**config.mk**
```make
export PLATFORM = sky130hd
export DESIGN_NAME = capture_framer_top
export DESIGN_NICKNAME = d
export VERILOG_FILES = /design/src/hdl/capture_pkg.sv /design/src/hdl/capture_framer_top.sv /design/src/hdl/capture_sequencer.sv /design/src/hdl/frame_assembler.sv /design/src/hdl/word_router.sv
export SDC_FILE = /design/constraint.sdc
export NUM_CORES = 1
export LEC_CHECK = 0
export ABC_AREA = 1
export BUFFER_PORTS_ARGS = -buffer_cell sky130_fd_sc_hd__buf_2
export CAP_MARGIN = 20
export CORE_MARGIN = 5
export CORE_UTILIZATION = 35
export DETAILED_ROUTE_END_ITERATION = 12
export GPL_TIMING_DRIVEN = 0
export SLEW_MARGIN = 20
export SYNTH_ARGS = -nofsm -noshare
export SYNTH_HDL_FRONTEND = slang
export SYNTH_SLANG_ARGS = --single-unit
```
**constraint.sdc**
```tcl
create_clock -name clk_245_76MHz -period 2.7 [get_ports clk_245_76MHz]
set_clock_uncertainty 0.05 [all_clocks]
set_input_delay 0.27 -clock clk_245_76MHz [delete_from_list [all_inputs] [get_ports clk_245_76MHz]]
set_output_delay 0.27 -clock clk_245_76MHz [all_outputs]
set_load 0.01 [all_outputs]
```
**src/hdl/capture_pkg.sv**
```systemverilog
// capture framing package: frame constants, settling delays, enums and bundled types
package capture_pkg;

  //////////////////////////////////////////////////
  // widths
  //////////////////////////////////////////////////
  localparam int IQ_W        = 16;
  localparam int IQ_PAIR_W   = 2 * IQ_W;
  localparam int WORD_W      = 64;
  localparam int CNT_W       = 32;
  localparam int DELAY_W     = 8;

  // frame length incl. header and trailer is padded to this
  localparam int BLOCK_WORDS = 64;
  // word counter / alignment counter width
  localparam int ALIGN_W     = $clog2(BLOCK_WORDS);

  // ascii FRST / LAST tags for the lower half of header and trailer
  localparam logic [IQ_PAIR_W-1:0] FIRST_TAG = 32'h4652_5354;
  localparam logic [IQ_PAIR_W-1:0] LAST_TAG  = 32'h4c41_5354;

  //////////////////////////////////////////////////
  // settling delays per source
  //////////////////////////////////////////////////
  // chirp dds settles the same at start and end
  localparam logic [DELAY_W-1:0] CHIRP_DELAY      = 8'd4;
  localparam logic [DELAY_W-1:0] WFRM_START_DELAY = 8'd19;
  localparam logic [DELAY_W-1:0] WFRM_END_DELAY   = 8'd2;

  // what goes into one 32-bit half of a word
  typedef enum logic [1:0] {
    ROUTE_ADC_IQ     = 2'b00,
    ROUTE_DAC_IQ     = 2'b01,
    ROUTE_SAMPLE_CNT = 2'b10,
    ROUTE_CYCLE_CNT  = 2'b11
  } route_sel_e;

  typedef enum logic {
    SRC_CHIRP    = 1'b0,
    SRC_WAVEFORM = 1'b1
  } source_e;

  // i sits in the upper half
  typedef struct packed {
    logic [IQ_W-1:0] i;
    logic [IQ_W-1:0] q;
  } iq_sample_t;

  typedef struct packed {
    iq_sample_t iq;
    logic       valid;
  } adc_sample_t;

  typedef struct packed {
    route_sel_e route_lower;
    route_sel_e route_upper;
    source_e    source;
  } capture_ctrl_t;

  typedef struct packed {
    logic [WORD_W-1:0] data;
    logic              valid;
    logic              first;
    logic              last;
  } frame_word_t;

endpackage

```
**src/hdl/capture_framer_top.sv**
```systemverilog
// capture framer top: sequencer and router side by side feeding the frame assembler
module capture_framer_top (
  input  logic                        clk_245_76MHz,
  input  logic                        cpu_reset,
  input  capture_pkg::adc_sample_t    adc_sample_i,
  input  capture_pkg::iq_sample_t     dac_sample_i,
  input  capture_pkg::capture_ctrl_t  capture_ctrl_i,
  input  logic                        capture_init_i,
  input  logic                        capture_enable_i,
  output capture_pkg::frame_word_t    frame_word_o
);

  import capture_pkg::*;

  // sequencer outputs
  logic              gate;
  logic              count_en;
  logic              frame_start;
  logic              frame_end;

  // router outputs
  source_e           source;
  logic [WORD_W-1:0] routed_word;
  logic [CNT_W-1:0]  cycle_count;

  //////////////////////////////////////////////////
  // gate and strobes
  //////////////////////////////////////////////////
  capture_sequencer i_capture_sequencer (
    .clk_245_76MHz    (clk_245_76MHz),
    .cpu_reset        (cpu_reset),
    .capture_init_i   (capture_init_i),
    .capture_enable_i (capture_enable_i),
    .adc_valid_i      (adc_sample_i.valid),
    .source_i         (source),
    .gate_o           (gate),
    .count_en_o       (count_en),
    .frame_start_o    (frame_start),
    .frame_end_o      (frame_end)
  );

  // payload selection and counters
  word_router i_word_router (
    .clk_245_76MHz    (clk_245_76MHz),
    .cpu_reset        (cpu_reset),
    .capture_ctrl_i   (capture_ctrl_i),
    .capture_enable_i (capture_enable_i),
    .adc_iq_i         (adc_sample_i.iq),
    .dac_iq_i         (dac_sample_i),
    .count_en_i       (count_en),
    .source_o         (source),
    .routed_word_o    (routed_word),
    .cycle_count_o    (cycle_count)
  );

  //////////////////////////////////////////////////
  // output framing
  //////////////////////////////////////////////////
  frame_assembler i_frame_assembler (
    .clk_245_76MHz (clk_245_76MHz),
    .cpu_reset     (cpu_reset),
    .gate_i        (gate),
    .adc_valid_i   (adc_sample_i.valid),
    .frame_start_i (frame_start),
    .frame_end_i   (frame_end),
    .routed_word_i (routed_word),
    .cycle_count_i (cycle_count),
    .frame_word_o  (frame_word_o)
  );

endmodule

```
**src/hdl/capture_sequencer.sv**
```systemverilog
// capture sequencer: settling delay, capture gate, block alignment and frame strobes
module capture_sequencer (
  input  logic                clk_245_76MHz,
  input  logic                cpu_reset,
  input  logic                capture_init_i,
  input  logic                capture_enable_i,
  input  logic                adc_valid_i,
  input  capture_pkg::source_e source_i,
  output logic                gate_o,
  output logic                count_en_o,
  output logic                frame_start_o,
  output logic                frame_end_o
);

  import capture_pkg::*;

  logic               enable_d;
  logic [DELAY_W-1:0] delay_cnt;
  logic               gate_q;
  logic               start_q;
  logic [ALIGN_W-1:0] word_cnt;
  logic [ALIGN_W-1:0] align_cnt;

  logic delay_zero;
  logic delay_one;
  logic aligning;
  logic enable_fall;
  logic start_cond;
  logic pre_end;
  logic write_en;

  //////////////////////////////////////////////////
  // decode
  //////////////////////////////////////////////////
  assign delay_zero  = (delay_cnt == '0);
  assign delay_one   = (delay_cnt == DELAY_W'(1));
  assign aligning    = |align_cnt;
  // enable_d drops on the next edge
  assign enable_fall = enable_d & ~capture_enable_i;
  // settled, enabled, gate still shut
  assign start_cond  = delay_zero & enable_d & ~gate_q;
  // one cycle before the end delay runs out
  assign pre_end     = delay_one & gate_q & ~enable_d;
  assign write_en    = gate_q & adc_valid_i;

  // enable pipeline
  always_ff @(posedge clk_245_76MHz) begin
    if (cpu_reset) begin
      enable_d <= 1'b0;
    end else begin
      enable_d <= capture_enable_i;
    end
  end

  //////////////////////////////////////////////////
  // settling delay counter
  //////////////////////////////////////////////////
  always_ff @(posedge clk_245_76MHz) begin
    if (cpu_reset) begin
      delay_cnt <= '0;
    end else if (capture_init_i) begin
      // start delay, waveform source is much slower
      delay_cnt <= (source_i == SRC_WAVEFORM) ? WFRM_START_DELAY : CHIRP_DELAY;
    end else if (enable_fall) begin
      delay_cnt <= (source_i == SRC_WAVEFORM) ? WFRM_END_DELAY : CHIRP_DELAY;
    end else if (!delay_zero) begin
      delay_cnt <= delay_cnt - 1'b1;
    end
  end

  // gate follows enable_d once settled, frozen while padding
  always_ff @(posedge clk_245_76MHz) begin
    if (cpu_reset) begin
      gate_q <= 1'b0;
    end else if (delay_zero && !aligning) begin
      gate_q <= enable_d;
    end
  end

  // header flag, lines up with the first gated cycle
  always_ff @(posedge clk_245_76MHz) begin
    if (cpu_reset) begin
      start_q <= 1'b0;
    end else begin
      start_q <= start_cond;
    end
  end

  //////////////////////////////////////////////////
  // block alignment
  //////////////////////////////////////////////////
  // words written in this frame, modulo block size
  always_ff @(posedge clk_245_76MHz) begin
    if (cpu_reset) begin
      word_cnt <= '0;
    end else if (start_cond) begin
      word_cnt <= '0;
    end else if (write_en) begin
      word_cnt <= word_cnt + 1'b1;
    end
  end

  // pad writes still owed before the trailer
  // ones complement of the count incl. this cycle leaves room for the trailer
  always_ff @(posedge clk_245_76MHz) begin
    if (cpu_reset) begin
      align_cnt <= '0;
    end else if (pre_end) begin
      align_cnt <= ~(word_cnt + {{(ALIGN_W-1){1'b0}}, adc_valid_i});
    end else if (aligning && write_en) begin
      align_cnt <= align_cnt - 1'b1;
    end
  end

  assign gate_o        = gate_q;
  assign count_en_o    = write_en;
  assign frame_start_o = start_q;
  // trailer cycle, gate shuts on the next edge
  assign frame_end_o   = delay_zero & gate_q & ~enable_d & ~aligning;

endmodule

```
**src/hdl/frame_assembler.sv**
```systemverilog
// frame assembler: header and trailer insertion, registered framed output word
module frame_assembler (
  input  logic                               clk_245_76MHz,
  input  logic                               cpu_reset,
  input  logic                               gate_i,
  input  logic                               adc_valid_i,
  input  logic                               frame_start_i,
  input  logic                               frame_end_i,
  input  logic [capture_pkg::WORD_W-1:0]     routed_word_i,
  input  logic [capture_pkg::CNT_W-1:0]      cycle_count_i,
  output capture_pkg::frame_word_t           frame_word_o
);

  import capture_pkg::*;

  logic                 write_en;
  logic                 is_last;
  logic [IQ_PAIR_W-1:0] tag;
  logic [WORD_W-1:0]    word_mux;

  logic [WORD_W-1:0]    data_q;
  logic                 valid_q;
  logic                 first_q;
  logic                 last_q;

  assign write_en = gate_i & adc_valid_i;
  // header wins over trailer
  assign is_last  = frame_end_i & ~frame_start_i;
  assign tag      = is_last ? LAST_TAG : FIRST_TAG;

  // timestamp on top, tag below
  assign word_mux = (frame_start_i || frame_end_i) ? {cycle_count_i, tag} : routed_word_i;

  //////////////////////////////////////////////////
  // output register
  //////////////////////////////////////////////////
  always_ff @(posedge clk_245_76MHz) begin
    if (cpu_reset) begin
      valid_q <= 1'b0;
      first_q <= 1'b0;
      last_q  <= 1'b0;
    end else begin
      valid_q <= write_en;
      first_q <= write_en & frame_start_i;
      last_q  <= write_en & is_last;
    end
  end

  // payload
  always_ff @(posedge clk_245_76MHz) begin
    if (write_en) begin
      data_q <= word_mux;
    end
  end

  assign frame_word_o = '{data: data_q, valid: valid_q, first: first_q, last: last_q};

endmodule

```
**src/hdl/word_router.sv**
```systemverilog
// word router with control register, sample and cycle counters and half-word route selection
module word_router (
  input  logic                               clk_245_76MHz,
  input  logic                               cpu_reset,
  input  capture_pkg::capture_ctrl_t         capture_ctrl_i,
  input  logic                               capture_enable_i,
  input  capture_pkg::iq_sample_t            adc_iq_i,
  input  capture_pkg::iq_sample_t            dac_iq_i,
  input  logic                               count_en_i,
  output capture_pkg::source_e               source_o,
  output logic [capture_pkg::WORD_W-1:0]     routed_word_o,
  output logic [capture_pkg::CNT_W-1:0]      cycle_count_o
);

  import capture_pkg::*;

  route_sel_e             route_lower_q;
  route_sel_e             route_upper_q;
  source_e                source_q;
  logic [CNT_W-1:0]       cycle_cnt;
  logic [CNT_W-1:0]       sample_cnt;
  logic [IQ_PAIR_W-1:0]   half_upper;
  logic [IQ_PAIR_W-1:0]   half_lower;

  // pick one 32-bit payload for a half word
  function automatic logic [IQ_PAIR_W-1:0] route_half(input route_sel_e sel);
    logic [IQ_PAIR_W-1:0] res;
    case (sel)
      ROUTE_ADC_IQ:     res = adc_iq_i;
      ROUTE_DAC_IQ:     res = dac_iq_i;
      ROUTE_SAMPLE_CNT: res = sample_cnt;
      default:          res = cycle_cnt;
    endcase
    return res;
  endfunction

  //////////////////////////////////////////////////
  // control word
  //////////////////////////////////////////////////
  // routes take effect one cycle after the input
  always_ff @(posedge clk_245_76MHz) begin
    if (cpu_reset) begin
      route_lower_q <= ROUTE_ADC_IQ;
      route_upper_q <= ROUTE_ADC_IQ;
    end else begin
      route_lower_q <= capture_ctrl_i.route_lower;
      route_upper_q <= capture_ctrl_i.route_upper;
    end
  end

  // source locked for the whole capture
  always_ff @(posedge clk_245_76MHz) begin
    if (cpu_reset) begin
      source_q <= SRC_CHIRP;
    end else if (!capture_enable_i) begin
      source_q <= capture_ctrl_i.source;
    end
  end

  //////////////////////////////////////////////////
  // counters
  //////////////////////////////////////////////////
  // free running timestamp
  always_ff @(posedge clk_245_76MHz) begin
    if (cpu_reset) begin
      cycle_cnt <= '0;
    end else begin
      cycle_cnt <= cycle_cnt + 1'b1;
    end
  end

  // written words since reset
  always_ff @(posedge clk_245_76MHz) begin
    if (cpu_reset) begin
      sample_cnt <= '0;
    end else if (count_en_i) begin
      sample_cnt <= sample_cnt + 1'b1;
    end
  end

  always_comb begin
    half_upper = route_half(route_upper_q);
    half_lower = route_half(route_lower_q);
  end

  assign source_o      = source_q;
  assign routed_word_o = {half_upper, half_lower};
  assign cycle_count_o = cycle_cnt;

endmodule
```
==> out/metrics.cfg <==
[cells_and_area]
nets=1429
num-fill-cells=2645
postLayoutCoreUtil_pct=42.2
final_layout_size_suffix_gt1_share_pct=18.2
multiInputGateArea_um2=4270
antennaDiodeCount=0
synthToLayoutAreaGrowth_pct=19.9
fin_area_um2=10500
seq_area_um2=3820

[yosys]
yosysWarningCount=0
yosys-mux-area-fraction_pct=0
synthXorXnorAreaFrac_pct=1.59
ys_seq_area_share_pct=43.5
async_reset_ff_share_pct=0
synth_compound_gate_area_share_pct=16.0
synthFlopType=dfxtp_1
syn_avg_cell_area_um2=7.41
yosysTopAreaCellShare_pct=21.9
synth_nets=1270
ys_ff_latch=159
synth_area_um2=8790
synth_top_family_by_area=simple AND/OR/NAND/NOR gates
yosysMostFrequentCell=nand2_1
synthAdderAreaFrac_pct=1.28
synth_common_cells=359 x nand2_1, 135 x nor2_1, 113 x inv_1
synth_area_leader_cell=edfxtp_1
synth_edf_count=64
syn_inst=1187
synthTopCellsByArea=edfxtp_1 22%, dfxtp_1 22%, nand2_1 15%, nor2_1 5.8%, inv_1 4.8%
synth-simple-area-share_pct=29.7
synth_cell_type_count=38

[critical_path]
end_kind=register
cp-start-kind=register
crit_fanout=10
required_ns=2.82
worstSetupPathType=reg2reg
critical_path_arrival_ns=2.25

[floorplan]
die_y_um=168
ioPinCount=141
core_um2=25000
die_area_um2=28400
start_util_pct=35.2
rows=58
dieWidth_um=168

[clock_network]
hold_buffers=0
cts_max_level=4
insertion_delay_ns=0.43
cts_buffers=17
ctsResizeCount=0
cts.clk_slew.worst_paths_ns=0.07
numClockSinks=159
cts_buffer_depth=2
cts_root_buf=clkbuf_16
post-cts-setup-buffers=0
cts_tree=yes

[global_route]
grt_max_degree=50
grt_usage_pct=21.7
grt_pass1_vias=8417
grt_first_pass_wirelength_um=48000
grt_overflow_total=0
antenna_found_initial=0

[placed_design]
dpl-instance-area_um2=9930
port_buffers=139
post-dp-hpwl_um=23800
gp_congestion=0.979

[sta]
tightest_slew_ns=0.852
grt_setup_unrepaired=no
finalMaxSlewViolations=0
relSlewSlack_pct=43.2
finalSetupViolCount=0
finalCriticalPeriod_ns=2.13
fin_setup_tns_ns=0
report.final.hold_viol_count=0
max_freq_mhz=469
timing.final.crit_share_pct=79.0

[power]
power_mw=6.68
pwr_density_cell_nw_per_um2=634
p_switching_mw=2.02
p_leak_nw=4.09
pwr-share-seq_pct=42.3
ir_worst_vdd_v=0.000363
comb_power_share_pct=19.5
sw_frac_of_total_pct=30.3
clkPwrFrac_pct=38.2
internal_power_mw=4.66

[detailed_routing]
routedWlPerCell_um=18.3
first_pass_iters=6
ant_nets=0
route.final.wire_length_um=30900
vias=8746
drt_iter0_drc=863
vias_per_cell=5.18
drc=0

[job]
maxCapViolations=0

[hold_path]
min_path_type=in2reg

[outcome]
status=complete, no violations

## logic make-up after synthesis
logic type | after synthesis
AOI/OAI and AO/OA | 210
xor gates and xnor gates | 16
adders and majority gates | 9
buffers and inverters | 167
DFF | 159
and+or+nand+nor | 626
## layer usage
metal | share of wire (%) | global-route usage, % | vias up
met1 | 43 | 29.3 | 3974
met3 | 7.7 | 3.13 | 64
met2 | 46 | 35.3 | 408
li1 | - | - | 4300
met4 | 3.1 | 8.08 | 0
met5 | 0 | 0 | -
## cell type report
cell class              instances  area share (%)
well taps                     330            3.92
clock inverters                14            1.71
flip-flops and latches        159            36.3
repair buffers                140            6.86
multi-input cells             861            40.5
clock buffers                  18            4.07
plain buffers                  49            2.40
inverters                     118            4.25
## power groups by stage
stage	logic (mW)	registers (mW)	clock network (mW)
after floorplan	0.762	2.93	0
after global placement	1.27	2.88	0
after detailed placement	1.30	2.88	0
after CTS	1.31	2.83	2.58
after global routing	1.44	2.85	2.70
final	1.30	2.83	2.55
## registers in the layout, indices dropped and copies added, names as in the netlist
| name | flops |
|---|---|
| i_capture_sequencer.word_cnt | 6 |
| i_frame_assembler.first_q | 1 |
| i_frame_assembler.valid_q | 1 |
| i_capture_sequencer.delay_cnt | 8 |
| i_word_router.cycle_count_o | 32 |
| i_frame_assembler.data_q | 64 |
| i_capture_sequencer.enable_d | 1 |
| i_frame_assembler.last_q | 1 |
| i_word_router.sample_cnt | 32 |
| i_capture_sequencer.frame_start_o | 1 |
| i_word_router.route_lower_q | 2 |
| i_capture_sequencer.gate_o | 1 |
| i_word_router.route_upper_q | 2 |
| i_word_router.source_o | 1 |
| i_capture_sequencer.align_cnt | 6 |
## worst max-delay path, cell delays in order, from the launching register on
cell and delay (ns):
dfxtp_1 0.38, nor2_1 0.12, inv_1 0.08, clkbuf_1 0.57
o21ai_0 0.20, a221oi_1 0.40, nor2_1 0.08
## stage by stage
step / std cells / hold slack [ns] / setup WS [ns]
4_1_cts: 1689 / 0.0166 / 0.637
3_3_place_gp: 1656 / 0.413 / -0.115
2_1_floorplan: 1187 / 0.327 / 0.590
5_1_grt: 1689 / 0.0287 / 0.415
6_report: 1689 / 0.0321 / 0.568
3_5_place_dp: 1657 / 0.423 / 0.660
## final timing paths
kind,end,from,slack [ns],cells past startpoint
setup / recovery,i_frame_assembler.data_q[21],i_word_router.route_lower_q[0],0.57,6
hold / removal,i_word_router.route_lower_q[1],capture_ctrl_i[4],0.03,3
setup reg to reg,i_frame_assembler.data_q[21],i_word_router.route_lower_q[0],0.57,6
hold reg to reg,i_word_router.cycle_count_o[31],i_word_router.cycle_count_o[31],0.44,2
## cells in the final DEF, fill, tap and decap left out, types with 2 or more instances in the layout
master and count:
nand2_1 359, buf_2 143, nor2_1 135, inv_1 113, dfxtp_1 95, edfxtp_1 64, nand3_1 60, o21ai_0 57
a21oi_1 52, clkbuf_1 34, o2111ai_1 31, o21ai_2 30, nor3_1 30, a221oi_1 27, clkbuf_16 17, nand2_2 11
xor2_1 11, nand4_1 10, nor2_2 9, ha_1 9, buf_6 6, buf_4 5, a31oi_1 5, xnor2_1 5
nor2_4 4, inv_6 4, clkinvlp_4 4, a211oi_1 3, o21a_1 3, bufinv_16 3, inv_4 2, inv_2 2
nand3b_1 2, nor3_2 2
Note: power is estimated with default switching activity, not from simulation.
